===== src/common/fetch_pkg.sv =====
// ----------------------------------------------------------------------
// Fetch package: shared widths, RISC-V opcode constants and the
// fetch controller state encoding
// ----------------------------------------------------------------------
`default_nettype none

package fetch_pkg;

  // Program counter and branch target
  typedef logic [31:0] pc_t;

  // Raw instruction word, compressed form in the low half
  typedef logic [31:0] instr_t;

  // One instruction memory location
  typedef logic [15:0] half_t;

  // Major opcode field, bits 6:0 of an uncompressed instruction
  typedef logic [6:0] opcode_t;

  // Conditional branches (BEQ, BNE, BLT, BGE, BLTU, BGEU)
  localparam opcode_t OPCODE_BRANCH = 7'b1100011;
  // Jump and link, PC relative
  localparam opcode_t OPCODE_JAL    = 7'b1101111;

  // Fetch sequence
  // READ issues the memory read, WAIT_DATA captures it,
  // OFFER holds req high, RELEASE waits for ack to fall
  typedef enum logic [1:0] {
    READ      = 2'd0,
    WAIT_DATA = 2'd1,
    OFFER     = 2'd2,
    RELEASE   = 2'd3
  } fetch_state_e;

endpackage

`default_nettype wire


===== src/fetch/branch_predict.sv =====
// ----------------------------------------------------------------------
// Static branch predictor: jumps taken, branches taken when backward
// Purely combinational, target is PC plus the decoded offset
// ----------------------------------------------------------------------
`default_nettype none

module branch_predict (
  input  fetch_pkg::instr_t instr_i,
  input  fetch_pkg::pc_t    pc_i,
  input  logic              valid_i,
  output logic              taken_o,
  output fetch_pkg::pc_t    target_o
);
  import fetch_pkg::*;

  // Sign-extended offsets, one per instruction format
  pc_t imm_j;
  pc_t imm_b;
  pc_t imm_cj;
  pc_t imm_cb;
  pc_t offset;

  // Instruction kinds
  logic instr_j;
  logic instr_b;
  logic instr_cj;
  logic instr_cb;
  logic cond_taken;

  // J-type: imm[20|10:1|11|19:12]
  assign imm_j = {{12{instr_i[31]}}, instr_i[19:12], instr_i[20],
                  instr_i[30:21], 1'b0};

  // B-type: imm[12|10:5] in rs2 slot, imm[4:1|11] in rd slot
  assign imm_b = {{20{instr_i[31]}}, instr_i[7], instr_i[30:25],
                  instr_i[11:8], 1'b0};

  // CJ format, 11-bit offset scattered over bits 12:2
  assign imm_cj = {{21{instr_i[12]}}, instr_i[8], instr_i[10:9],
                   instr_i[6], instr_i[7], instr_i[2], instr_i[11],
                   instr_i[5:3], 1'b0};

  // CB format, 8-bit offset
  assign imm_cb = {{24{instr_i[12]}}, instr_i[6:5], instr_i[2],
                   instr_i[11:10], instr_i[4:3], 1'b0};

  // Uncompressed kinds by major opcode
  assign instr_b = (instr_i[6:0] == OPCODE_BRANCH);
  assign instr_j = (instr_i[6:0] == OPCODE_JAL);

  // Quadrant 1 compressed kinds
  // funct3 101 is C.J, 001 is C.JAL (RV32)
  assign instr_cj = (instr_i[1:0] == 2'b01) &&
                    ((instr_i[15:13] == 3'b101) || (instr_i[15:13] == 3'b001));
  // funct3 110 is C.BEQZ, 111 is C.BNEZ
  assign instr_cb = (instr_i[1:0] == 2'b01) &&
                    ((instr_i[15:13] == 3'b110) || (instr_i[15:13] == 3'b111));

  // Offset select, kinds never overlap since quadrant bits differ
  always_comb begin
    offset = imm_b;
    if (instr_j) begin
      offset = imm_j;
    end else if (instr_cj) begin
      offset = imm_cj;
    end else if (instr_cb) begin
      offset = imm_cb;
    end
  end

  // Backward conditional branches predicted taken
  assign cond_taken = (instr_b && imm_b[31]) || (instr_cb && imm_cb[31]);

  assign taken_o  = valid_i && (instr_j || instr_cj || cond_taken);
  assign target_o = pc_i + offset;

endmodule

`default_nettype wire


===== src/fetch/fetch_ctrl.sv =====
// ----------------------------------------------------------------------
// Fetch controller: PC register, memory read sequencing and the
// four-phase instruction offer to the consumer
// ----------------------------------------------------------------------
`default_nettype none

module fetch_ctrl #(
  parameter int unsigned    MEM_AW  = 10,
  parameter fetch_pkg::pc_t BOOT_PC = '0
) (
  input  logic              clk_i,
  input  logic              rst_n_i,
  input  logic              run_i,
  input  fetch_pkg::instr_t rd_data_i,
  input  logic              instr_ack_i,
  output logic              rd_en_o,
  output logic [MEM_AW-1:0] rd_addr_o,
  output logic              instr_req_o,
  output fetch_pkg::instr_t instr_o,
  output fetch_pkg::pc_t    instr_pc_o,
  output logic              instr_taken_o
);
  import fetch_pkg::*;

  fetch_state_e state_q;
  fetch_state_e state_d;

  pc_t    pc_q;
  pc_t    next_pc_q;
  pc_t    seq_pc;
  instr_t instr_q;

  // Predictor results for the instruction on offer
  logic pred_valid;
  logic pred_taken;
  pc_t  pred_target;
  logic is_compressed;

  // Read only issued while running, so a stop parks in READ
  assign rd_en_o   = (state_q == READ) && run_i;
  // Halfword index, upper PC bits dropped so fetch wraps
  assign rd_addr_o = pc_q[MEM_AW:1];

  always_comb begin
    state_d = state_q;
    case (state_q)
      READ: begin
        if (run_i) begin
          state_d = WAIT_DATA;
        end
      end
      // Memory data lands this cycle
      WAIT_DATA: state_d = OFFER;
      OFFER: begin
        if (instr_ack_i) begin
          state_d = RELEASE;
        end
      end
      RELEASE: begin
        if (!instr_ack_i) begin
          state_d = READ;
        end
      end
      default: state_d = READ;
    endcase
  end

  // Low bits other than 11 mark a 16-bit instruction
  assign is_compressed = (instr_q[1:0] != 2'b11);
  assign seq_pc        = is_compressed ? pc_q + 32'd2 : pc_q + 32'd4;

  // Prediction only meaningful while offering
  assign pred_valid = (state_q == OFFER);

  branch_predict u_branch_predict (
    .instr_i  (instr_q),
    .pc_i     (pc_q),
    .valid_i  (pred_valid),
    .taken_o  (pred_taken),
    .target_o (pred_target)
  );

  always_ff @(posedge clk_i or negedge rst_n_i) begin
    if (!rst_n_i) begin
      state_q <= READ;
      pc_q    <= BOOT_PC;
    end else begin
      state_q <= state_d;
      // PC moves once the consumer has released ack
      if ((state_q == RELEASE) && !instr_ack_i) begin
        pc_q <= next_pc_q;
      end
    end
  end

  always_ff @(posedge clk_i) begin
    if (state_q == WAIT_DATA) begin
      instr_q <= rd_data_i;
    end
    // Snapshot next PC while the prediction is still valid
    if ((state_q == OFFER) && instr_ack_i) begin
      next_pc_q <= pred_taken ? pred_target : seq_pc;
    end
  end

  // Offer outputs, held stable by the registers above
  assign instr_req_o   = (state_q == OFFER);
  assign instr_o       = instr_q;
  assign instr_pc_o    = pc_q;
  assign instr_taken_o = pred_taken;

endmodule

`default_nettype wire


===== config.mk =====
export PLATFORM = sky130hd
export DESIGN_NAME = fetch_ctrl
export DESIGN_NICKNAME = d
export VERILOG_FILES = /design/src/common/fetch_pkg.sv /design/src/fetch/branch_predict.sv /design/src/fetch/fetch_ctrl.sv
export SDC_FILE = /design/constraint.sdc
export NUM_CORES = 1
export LEC_CHECK = 0
export BUFFER_PORTS_ARGS = -buffer_cell sky130_fd_sc_hd__buf_2
export CORE_MARGIN = 3
export CORE_UTILIZATION = 44
export CTS_CLUSTER_DIAMETER = 80
export DETAILED_ROUTE_END_ITERATION = 16
export GPL_ROUTABILITY_DRIVEN = 0
export GPL_TIMING_DRIVEN = 0
export PLACE_DENSITY = 0.61
export SYNTH_ARGS = -nofsm -noshare
export SYNTH_HDL_FRONTEND = slang
export SYNTH_SLANG_ARGS = --single-unit

===== constraint.sdc =====
create_clock -name clk_i -period 11.3 [get_ports clk_i]
set_input_delay 1.13 -clock clk_i [delete_from_list [all_inputs] [get_ports clk_i]]
set_output_delay 1.13 -clock clk_i [all_outputs]
set_load 0.02 [all_outputs]

Yosys cells after proc, flatten, opt, wreduce, memory -nomap -nowiden
Cells that the tools add are included.
{ "word_totals": {"regBits": 98, "word_cells": 46} }
{ "classes": {"addsub": 3, "n_eq_ne": 14, "muxes": 9, "reduce_logical": 16} }
{ "ops": {"columns": ["op", "n"], "rows": [
  ["$mux 32", 5],
  ["$add 32x2->32 const B", 1],
  ["$add 32x3->32 const B", 1],
  ["$add 32x32->32", 1],
  ["$eq 7x7->1 const B", 2],
  ["$eq 3x3->1 const B", 3],
  ["$logic_and 1x1->1", 8],
  ["$ne 2x2->1 const B", 4],
  ["$pmux 2 s4", 1],
  ["$mux 2", 3],
  ["$logic_or 1x1->1", 5],
  ["$eq 2x1->1 const B", 2],
  ["$eq 2x2->1 const B", 2],
  ["$eq 3x1->1 const B", 1],
  ["$reduce_and 3->1", 1],
  ["$logic_not 2->1", 1],
  ["$logic_not 1->1", 1]
]} }

Logic depth before layout (Yosys ltp)
Gate-level depths: netlist (run 1).
{ "logic_depth": {"word_depth": 8, "depth_mapped": 15} }

By module
A second synthesis (run 1) with hierarchy kept.
{ "unflattened": {"cells_unflattened": 642, "hier_area_um2": 6566.3} }
{ "modules_own_cells": {"columns": ["module", "n_inst", "cells_per_inst", "area_per_inst_um2", "seq_area_each_um2"], "rows": [
  ["fetch_ctrl", 1, 351, 4471.8, 2772.7],
  ["branch_predict", 1, 291, 2094.5, 0.0]
]} }

Worst setup path after synthesis (run 1)
Ideal clock, no wire load.
{ "synth_path": {"kind": "reg-to-reg", "from": "reg instr_q[1], in the netlist instr_o[1]", "to": "reg next_pc_q[29] (data pin)", "setup_time_ns": 0.258, "t_arrival_ns": 3.451, "path_slack_ns": 7.590, "stages_incl_launch_ff": 16, "path_buffers": 1, "period_less_slack_ns": 3.710, "cell_sequence": "edfxtp_1 nand2_1 nor3_1 nand3_1 clkbuf_1 a21oi_1 ha_1 fa_1 a21o_2 a31oi_2 o21ai_2 a211oi_4 a21boi_4 a221oi_2 xor2_1 a21oi_1"} }
{ "synth_via": {"elab_chain_cells": 7, "elab_cells_between_ends": 18, "classes_between": "add/sub (1); eq/ne (4); mux (5); reduce/logical (8)"} }
{ "synth_rtl": {"columns": ["item", "line_no", "text"], "rows": [
  ["start: declaration", "fetch_ctrl.sv:31", "instr_t instr_q;"],
  ["start signal: assignment", "fetch_ctrl.sv:98", "instr_q <= rd_data_i;"],
  ["$eq 2x1->1", "branch_predict.sv:53, branch_predict.sv:56", null],
  ["$logic_and 1x1->1", "branch_predict.sv:56", "assign instr_cb = (instr_i[1:0] == 2'b01) &&"],
  ["$mux 32 / $logic_and 1x1->1 (equally long branches)", "branch_predict.sv:66, branch_predict.sv:72", null],
  ["$mux 32 / $logic_or 1x1->1 (equally long branches)", "branch_predict.sv:64, branch_predict.sv:72", null],
  ["$mux 32 / $logic_or 1x1->1 (equally long branches)", "branch_predict.sv:62, branch_predict.sv:74", null],
  ["$add 32x32->32 / $logic_and 1x1->1 (equally long branches)", "branch_predict.sv:75, branch_predict.sv:74", null],
  ["$mux 32 *", "fetch_ctrl.sv:102", "next_pc_q <= pred_taken ? pred_target : seq_pc;"],
  ["end signal: assignment", "fetch_ctrl.sv:102", null],
  ["end: declaration", "fetch_ctrl.sv:29", "pc_t next_pc_q;"]
]} }
Mark *: on every way between the ends. The rest lies on a longest branch, timed or not.
A chain may end at the register's enable or synchronous reset.

Worst setup path in the final report (run 1)
{ "layout_path": {"from": "reg instr_q[1], in the netlist instr_o[1]", "to": "reg next_pc_q[28] (data pin)"} }
The elaborated chain is that of the path after synthesis.

==> metrics.txt, run 1 <==
Worst Path Required 11.40 ns; vias in the first global route 4826; Least-Margin Pin Slew 1.30 ns; leading area contributor after synthesis edfxtp_1; Mapped Cells 584; Post-Syn Area 6200 um2; post-route ant nets 0; first-pass GRT wire length 25500 um; Final setup violation count 0; area share of the largest cell type after synthesis 31.0%; Slew HR 13.6%; Cell Count, Final, Fillers Out 888; Pwr Density 346 nW/um2; residual DRC count 0; CP max FO 10; prevailing post-synth register cell edfxtp_1; clock sinks 98; unrepaired setup endpoints after global routing false; nets@finish 782; largest net degree at the start of global routing 35; async set-reset flop share out of synthesis 34.7%; Final Skew 0.00829 ns; Post-synth top cells edfxtp_1 (64), nand2_1 (55), a21oi_1 (50), ha_1 (38), mux2_2 (36); crit-path cells nand2b_1, a21oi_4, mux2i_1, nand2_1, o21a_1, ha_1, buf_2, nand3_1, nor3_1, o21ai_0, nand4_1, a211oi_1, a22oi_1, xnor2_1, a21oi_1; CP Class reg -> reg; hold bufs inserted after CTS 0; Mean Syn Cell Area 10.6 um2; Hold Fails Final Rpt 0; Hold Path Class reg -> reg; number of synthesized register bits 98; Crit path buffers/inverters 1; Die X-Extent 125 um; P_leak 0.00303 uW; I/O Buffers 112; critical path's slowest cell mux2i_1; max-cap violations 0; worst vdd rail ir drop 0.123 mV; Synth cell types 59; drt pass-1 iters 6; DP Cell Count 872; CP Launch Type register; worst path arrival time 4.64 ns; TritonCTS clock tree done; Hold Slack 0.473 ns; Max Clk Rate 0.220 GHz; initial antenna violation count 0; Synth area leaders edfxtp_1 (31%), dfrtp_1 (14%), ha_1 (7.7%); Avg Vias per Cell 5.49; die area 15500 um2; Initial DRC Count 390; Rows 42; HPWL after DPL 11700 um; CTS root buffer clkbuf_16; synthesized net count 659; share of layout cells above drive strength 1 27.2%; Area growth, synth to finish 17.4%; Largest stage delay, worst path 0.62 ns; Post-CTS Resized 0; synth warn 0; total global routing overflow 0; clock tree buffer depth 2; All-Layer GR Usage 20.5%; Final Max Tran Viols 0; wire per inst 17.4 um; diode count 0; period utilisation layout 40.2%; post-CTS setup buffers 0; Post-Route Utilization 53.9%; # IOs 113; core region area 13500 um2; minimum clock period 4.54 ns; setup TNS 0 ns; final WL 15500 um; vias 4872; CP top delay family compound AO/OA/AOI/OAI gates; Die Y 125 um; Initial Util 45.9%; EDFF count, synth 64; Clock transition at path regs 0.07 ns; status finished clean; worst skew pair latency 0.36 ns; Num CTS Buffers 9; endpoint type of the worst setup path register; most common cell in the netlist edfxtp_1; sequential fraction of the synthesis area 44.7%; H-tree levels 3
==> layer usage <==
metal | vias to the layer above | routed length [um] | GRT usage (%)
li1 | 2391 | - | -
met1 | 2320 | 7170 | 28.2
met2 | 144 | 6970 | 31.2
met3 | 17 | 1060 | 6.00
met4 | 0 | 254 | 6.45
met5 | - | 0 | 0
==> report_power, final <==
| group | switching [uW] | total [uW] | internal, uW |
|---|---|---|---|
| combinational | 873 | 1500 | 629 |
| sequential | 157 | 710 | 553 |
| clock | 133 | 310 | 177 |
| total | 1160 | 2520 | 1360 |
==> state kept, by name, indices dropped and copies added, names as in the netlist <==
signal and cells:
next_pc_q 32, instr_pc_o 32, instr_o 32, state_q 2
==> cells by family after synthesis <==
| kind of cell | synth area share (%) |
|---|---|
| xor+xnor | 8.20 |
| simple gates | 12.5 |
| buf+inv | 3.39 |
| compound gates | 15.2 |
| flops | 44.7 |
| mux | 8.00 |
| fa+ha+maj | 8.00 |
==> worst paths after layout <==
check	startpoint	end	slack [ns]	cells past startpoint
max	instr_o[1]	next_pc_q[28]	6.76	15
min	next_pc_q[6]	instr_pc_o[6]	0.47	1
max reg2reg	instr_o[1]	next_pc_q[28]	6.76	15
min reg2reg	next_pc_q[6]	instr_pc_o[6]	0.47	1
max in group asynchronous	rst_n_i	instr_pc_o[15]	9.85	1
min in group asynchronous	rst_n_i	instr_pc_o[24]	0.89	1
==> cell usage in the layout (no fill, tap or decap), drive strengths merged, types with 5 or more instances in the layout <==
| cell | netlist | routed |
|---|---|---|
| o211ai | 6 | 6 |
| a21o | 9 | 9 |
| xnor2 | 34 | 34 |
| clkbuf | 9 | 20 |
| a21oi | 51 | 51 |
| ha | 38 | 38 |
| nand2 | 55 | 55 |
| o21ai | 34 | 34 |
| nand3 | 19 | 19 |
| and3 | 11 | 11 |
| xor2 | 24 | 24 |
| mux2 | 36 | 36 |
| a31oi | 5 | 5 |
| o21a | 10 | 10 |
| nor2b | 5 | 5 |
| inv | 13 | 13 |
| and2 | 8 | 8 |
| mux2i | 9 | 9 |
| nor3 | 10 | 10 |
| nand4 | 12 | 12 |
| o21bai | 6 | 6 |
| edfxtp | 64 | 64 |
| buf | 18 | 130 |
| dfrtp | 34 | 34 |
| nor2 | 27 | 27 |
==> layout make-up <==
cell class	count	area, um2
Timing Repair Buffer	112	561
Buffer	27	158
Sequential cell	98	2770
Clock inverter	5	55.1
Clock buffer	11	243
Inverter	14	52.6
Tap cell	176	220
Fill cell	1247	6230
Multi-Input combinational cell	445	3220
==> worst reg2reg max path, delay by kind of cell, from the launching register on <==
family          cells  cell delay, ns
mux                 1            0.62
flops               1            0.45
xor+xnor            1            0.17
fa+ha+maj           1            0.26
compound gates      6            1.47
buf+inv             1            0.16
simple gates        5            1.15
==> through the flow <==
stage	instance area [um2]	total power, uW	worst slack, ns
4_1_cts	7280	2530	6.82
3_3_place_gp	6980	2190	6.95
2_1_floorplan	6200	1820	7.59
3_5_place_dp	6980	2210	6.83
6_report	7280	2520	6.76
5_1_grt	7280	2730	6.41
Power figures use the tool's default switching activity.
==> run 2: changes to the inputs <==
PLACE_DENSITY = 0.64   (was 0.61)
clock period = 4.15 ns   (was 11.3 ns; I/O delays follow)
==> run 2 against run 1 <==
Final cell count grew 0.56%. Setup slack lost 6.6 ns. Total power rose to 2.7 times the previous value. Via count grew 2.2%. Maximum frequency rose by 13%. Clock skew rose by 0.0011 ns. Hold slack worse by 0.30 ns. Critical path type unchanged. Highest routed layer unchanged.
==> metrics.txt, run 2 (synthesis gave the netlist of run 1 again) <==
Highest Signal Layer met4; vias 4978 (+2.2%); Area growth, synth to finish 18.7%; commonest non-fill, non-tap cell in the layout buf_2; Die Y 125 um (unchanged); Max Clk Rate 0.249 GHz (+13%); minimum clock period 4.01 ns (-0.524 ns); CP Class reg -> reg; Rows 42 (unchanged); Hold Slack 0.172 ns (-0.300 ns); clock sinks 98 (unchanged); status finished clean; met3 WL 824 um (-22%); residual DRC count 0 (unchanged); Initial DRC Count 420 (+7.7%); final WL 15800 um (+2.1%); period utilisation layout 96.7% (+57 points); flop-to-flop setup slack 0.14 ns (-6.63 ns); Logic pwr share 60.1% (+0.5 points); total global routing overflow 0 (unchanged); Clock transition at path regs 0.07 ns (about the same); Hold Fails Final Rpt 0 (unchanged); endpoint type of the worst setup path register; Hold Path Class in -> async; sequential share of power 28.0% (about the same); DP Cell Count 872 (unchanged); Worst R2R Path Depth 15 (unchanged); P_leak 0.00307 uW (+1.3%); unrepaired setup endpoints after global routing true; most frequent cells in the layout buf_2 (115), edfxtp_1 (64), nand2_1 (54); diode count 0 (unchanged); worst vdd rail ir drop 0.464 mV (+280%); Final setup violation count 0 (unchanged); drt pass-1 iters 5 (-1); CP Launch Type register; Num CTS Buffers 9 (unchanged); Switching Share 46.7% (+0.63 points); Least-Margin Pin Slew 1.32 ns (+0.0209 ns); final worst slack 0.135 ns (-6.63 ns); Die X-Extent 125 um (unchanged); share of layout cells above drive strength 1 29.1% (+1.9 points); vias in the first global route 4967 (+2.9%); area of the multi-input gates 3260 um2 (+1.5%); worst skew pair latency 0.36 ns (about the same); WL met1 7370 um (+2.7%); CP max FO 6 (-4); die area 15500 um2 (unchanged); fill count 1245 (-0.16%); TritonCTS clock tree done; Final Skew 0.00937 ns (+0.00108 ns); Critical R2R Launch instr_o[1]; Reg area 2770 um2 (unchanged); clock power share 11.8% (-0.5 points); Pwr Density 942 nW/um2 (+170%); All-Layer GR Usage 20.4% (-0.13 points); largest net degree at the start of global routing 35 (unchanged); Final Max Tran Viols 0 (unchanged); nets@finish 787 (+0.64%); Switch Pwr 3240 uW (+180%); setup TNS 0 ns (unchanged); wire per inst 17.7 um (+1.6%); Int Pwr 3690 uW (+170%); I/O Buffers 112 (unchanged); max-cap violations 0 (unchanged); HPWL after DPL 11700 um (-0.44%); DP Worst Slack -0.274 ns (-7.10 ns); Slew HR 12.2% (-1.4 points); Cell Count, Final, Fillers Out 893 (+0.56%); core region area 13500 um2 (unchanged); Initial Util 45.9% (unchanged); initial antenna violation count 0 (unchanged); clock tree buffer depth 2 (unchanged); # IOs 113 (unchanged); first-pass GRT wire length 25800 um (+1.0%); post-route ant nets 0 (unchanged); worst path arrival time 4.12 ns (-0.52 ns); Worst Path Required 4.25 ns (-7.15 ns); Avg Vias per Cell 5.57 (+1.6%); met2 WL post-DR 7310 um (+4.9%); CTS root buffer clkbuf_16; H-tree levels 3 (unchanged); reg2reg end next_pc_q[29]
==> run 2: cell types whose count changed in the layout (fill, tap and decap cells not counted), moves of 2 or more <==
cell | before | now
buf_4 | 10 | 15
clkbuf_1 | 10 | 8
clkinv_4 | 0 | 3
clkinvlp_4 | 2 | 0
inv_8 | 0 | 2
==> run 2: routing by layer <==
layer,up-vias,global-route usage (%)
li1,2397,-
met1,2405,27.8
met2,157,32.5
met3,19,4.55
met4,0,6.13
met5,-,0
==> run 2: power by group through the flow <==
stage	registers [uW]	clock network (uW)	logic (uW)
global route	2010	886	4580
finish	1940	821	4160
floorplan	2140	0	2810
CTS	1940	845	4130
detailed placement	1960	0	4060
global placement	1940	0	3990
==> run 2: timing repair <==
action,in CTS,in global routing
cloned,0,0
setup endpoints to repair,10,13
resized for setup,5,6
hold buffers,0,0
pin swaps,1,1
buffers inserted,2,3
==> run 2: cell type report <==
cell class              count  area share (%)
plain buffers              27            2.16
clock buffers               9            3.06
clock inverters             7           0.851
inverters                  14           0.715
multi-input cells         445            44.4
flip-flops and latches     98            37.7
well taps                 176            2.99
repair buffers            117            8.13
==> run 2: metrics by stage <==
stage / power [uW] / utilization, % / instance area [um2]
2_1_floorplan: 4950 / - / 6200
3_3_place_gp: 5930 / 51.7 / 6980
3_5_place_dp: 6020 / 51.7 / 6980
4_1_cts: 6910 / 54.1 / 7310
5_1_grt: 7480 / 54.4 / 7350
6_report: 6930 / 54.4 / 7350
==> run 2: worst max-delay path by stage <==
stage                           from            end  cells past startpoint  slack (ns)
final                     instr_o[1]  next_pc_q[29]                     15        0.14
after global placement    instr_o[1]  next_pc_q[28]                     15       -0.17
after global routing      instr_o[1]  next_pc_q[29]                     15       -0.09
after CTS                 instr_o[1]  next_pc_q[29]                     14        0.03
after detailed placement  instr_o[1]  next_pc_q[28]                     15       -0.27
after floorplan           instr_o[1]  next_pc_q[29]                     15        0.44
==> run 2: worst max-delay path, cell delays in order, from the launching register on <==
cell and delay (ns):
edfxtp_1 0.46, nand2b_2 0.28, a21oi_4 0.22, buf_4 0.15
mux2i_1 0.25, a21oi_1 0.13, ha_1 0.22, fa_1 0.41
a21o_2 0.26, a31oi_2 0.20, o21ai_2 0.14, a211oi_4 0.32
a21boi_4 0.14, a221oi_2 0.30, xor2_1 0.18, a21oi_1 0.08
==> run 3: changes to the inputs <==
CORE_ASPECT_RATIO = 0.9   (was unset)
CTS_CLUSTER_DIAMETER = unset   (was 80)
SYNTH_HIERARCHICAL = 1   (was unset)
==> run 3 against run 2 <==
Global-route usage up 2.5 points. Utilization up 0.86 points. Die area up 5.7%. Design area up 7.6%. Wire length up 19%. Sequential cell count unchanged. Critical endpoint is now next_pc_q[26]. Largest cell class unchanged. Highest routed layer unchanged.
==> metrics.txt, run 3 <==
Area growth, synth to finish 20.5%; minimum clock period 3.94 ns (-0.0719 ns); All-Layer GR Usage 22.9% (+2.5 points); CP Class reg -> reg; status finished clean; most common cell in the netlist edfxtp_1; Post-Syn Area 6570 um2 (+6.0%); hold bufs inserted after CTS 0 (unchanged); Worst Path Required 4.20 ns (-0.05 ns); Pwr Density 940 nW/um2 (-0.21%); first-pass GRT wire length 29600 um (+15%); Hold Fails Final Rpt 0 (unchanged); Die Y 122 um (-2.2%); share of layout cells above drive strength 1 29.5% (+0.39 points); worst vdd rail ir drop 0.543 mV (+17%); Mapped Cells 642 (+9.9%); Hold Path Class in -> async; Die X-Extent 135 um (+8.1%); synth warn 6 (+6); # IOs 113 (unchanged); DP Worst Slack -0.710 ns (-0.436 ns); Max Clk Rate 0.254 GHz (+1.8%); worst skew pair latency 0.36 ns (about the same); number of synthesized register bits 98 (unchanged); CP max FO 5 (-1); DP Cell Count 947 (+8.6%); clock tree buffer depth 2 (unchanged); residual DRC count 0 (unchanged); Least-Margin Pin Slew 0.963 ns (-0.354 ns); largest net degree at the start of global routing 35 (unchanged); met1 GRT Util 33.3% (+5.6 points); EDFF count, synth 64 (unchanged); max-cap violations 0 (unchanged); initial antenna violation count 0 (unchanged); nets@finish 851 (+8.1%); Setup crit start instr_o[0]; P_leak 0.00318 uW (+3.4%); TritonCTS clock tree done; global route hottest layer met2; I/O Buffers 112 (unchanged); async set-reset flop share out of synthesis 34.7% (unchanged); most frequent cells in the layout buf_2 (112), edfxtp_1 (64), nand2_1 (57); vias 5797 (+16%); GR Util met3 4.67% (+0.12 points); Critical R2R Launch instr_o[0]; Synth cell types 70 (+19%); Final Skew 0.0143 ns (+0.00491 ns); crit path to next_pc_q[26]; Num CTS Buffers 9 (unchanged); commonest non-fill, non-tap cell in the layout buf_2; CTS root buffer clkbuf_16; area share of the largest cell type after synthesis 29.3% (-1.7 points); Initial Util 45.9% (about the same); wire per inst 19.3 um (+9.3%); Final Max Tran Viols 0 (unchanged); diode count 0 (unchanged); final WL 18800 um (+19%); core region area 14300 um2 (+6.0%); total global routing overflow 0 (unchanged); met2 usage 35.4% (+2.9 points); Post-synth top cells edfxtp_1 (64), nand2_1 (59), ha_1 (37), mux2_2 (35); Final setup violation count 0 (unchanged); CP Launch Type register; leading area contributor after synthesis edfxtp_1; Worst R2R Path Depth 14 (-1); sequential fraction of the synthesis area 42.2% (-2.5 points); flop-to-flop setup slack 0.21 ns (+0.07 ns); setup TNS 0 ns (unchanged); Clock transition at path regs 0.07 ns (about the same); Avg Vias per Cell 5.95 (+6.7%); worst path arrival time 3.99 ns (-0.13 ns); die area 16400 um2 (+5.7%); Slew HR 35.8% (+24 points); Cell Count, Final, Fillers Out 975 (+9.2%); clock sinks 98 (unchanged); Rows 41 (-2.4%); fill count 1254 (+0.72%); reg2reg end next_pc_q[26]; Mean Syn Cell Area 10.2 um2 (-3.6%); HPWL after DPL 13700 um (+18%); drt pass-1 iters 5 (unchanged); synthesized net count 716 (+8.6%); prevailing post-synth register cell edfxtp_1; period utilisation layout 95.0% (-1.7 points); Synth area leaders edfxtp_1 (29%), dfrtp_1 (13%), ha_1 (7.1%); Hold Slack 0.194 ns (+0.0220 ns); post-route ant nets 0 (unchanged); vias in the first global route 5563 (+12%); final worst slack 0.207 ns (+0.0719 ns); endpoint type of the worst setup path register; Initial DRC Count 637 (+52%); H-tree levels 3 (unchanged)
run 3: changes by cell type after synthesis, sizes merged, moves of 7 or more:
cell	delta
a211oi	+7
a21o	+9
a21oi	-16
a31oi	+16
clkbuf	+9
nor2	+7
o31ai	+11
or4	+18
xor2	-15
run 3: repair_timing:
item                       in CTS  in global routing
resized for setup              14                 14
buffers inserted                6                  7
pin swaps                       4                  5
setup endpoints to repair      16                  9
run 3: where the power goes:
part,total [uW],internal [uW],switching [uW],leakage [uW]
sequential,2020,1500,518,0.00100
combinational,4530,1910,2610,0.00202
clock,894,486,408,0.000155
run 3: worst min path at each step:
stage | from | end | cells past startpoint
after global placement | next_pc_q[16] | instr_pc_o[16] | 2
after floorplan | rst_n_i | instr_pc_o[0] | 0
after detailed placement | next_pc_q[10] | instr_pc_o[10] | 2
final | rst_n_i | instr_pc_o[1] | 1
after CTS | rst_n_i | instr_pc_o[20] | 1
after global routing | rd_data_i[6] | instr_o[6] | 1
run 3: final cells by class:
class | instances | area [um2] | area share (%)
inverter | 19 | 71.3 | 0.901
tap | 193 | 241 | 3.05
clock buffer | 11 | 275 | 3.48
buffer | 30 | 161 | 2.04
sequential | 98 | 2770 | 35.0
timing repair buffer | 125 | 671 | 8.47
clock inverter | 5 | 38.8 | 0.490
multi-input combinational | 494 | 3680 | 46.5
run 3: metrics by stage:
stage	utilization [%]	instance area [um2]	total power (uW)
after detailed placement	51.5	7370	6280
after CTS	54.5	7800	7280
after global placement	51.5	7370	6170
final	55.3	7920	7440
after global routing	55.3	7920	7950
after floorplan	-	6570	5110
run 3: cell families after synthesis:
logic type / after synthesis / share of synthesized area, %
simple gates: 205 / 16.7
compound gates: 174 / 18.5
fa+ha+maj: 38 / 7.36
flops: 98 / 42.2
buf+inv: 50 / 3.49
xor+xnor: 37 / 4.94
mux: 40 / 6.76
run 3: metal layers:
metal / wire [um] / up-vias
li1: - / 2720
met1: 8920 / 2800
met2: 8370 / 248
met3: 1290 / 29
met4: 250 / 0
met5: 0 / -
run 3: critical path: stages (launching register included):
cell and delay (ns):
edfxtp_1 0.45, buf_4 0.17, nand2b_4 0.07, a21oi_4 0.22
buf_4 0.19, mux2_2 0.34, ha_1 0.35, a21oi_1 0.19
o21ai_1 0.10, and4_1 0.22, o41ai_2 0.44, a32oi_2 0.28
o311a_1 0.40, nor2_1 0.12, a31oi_1 0.09
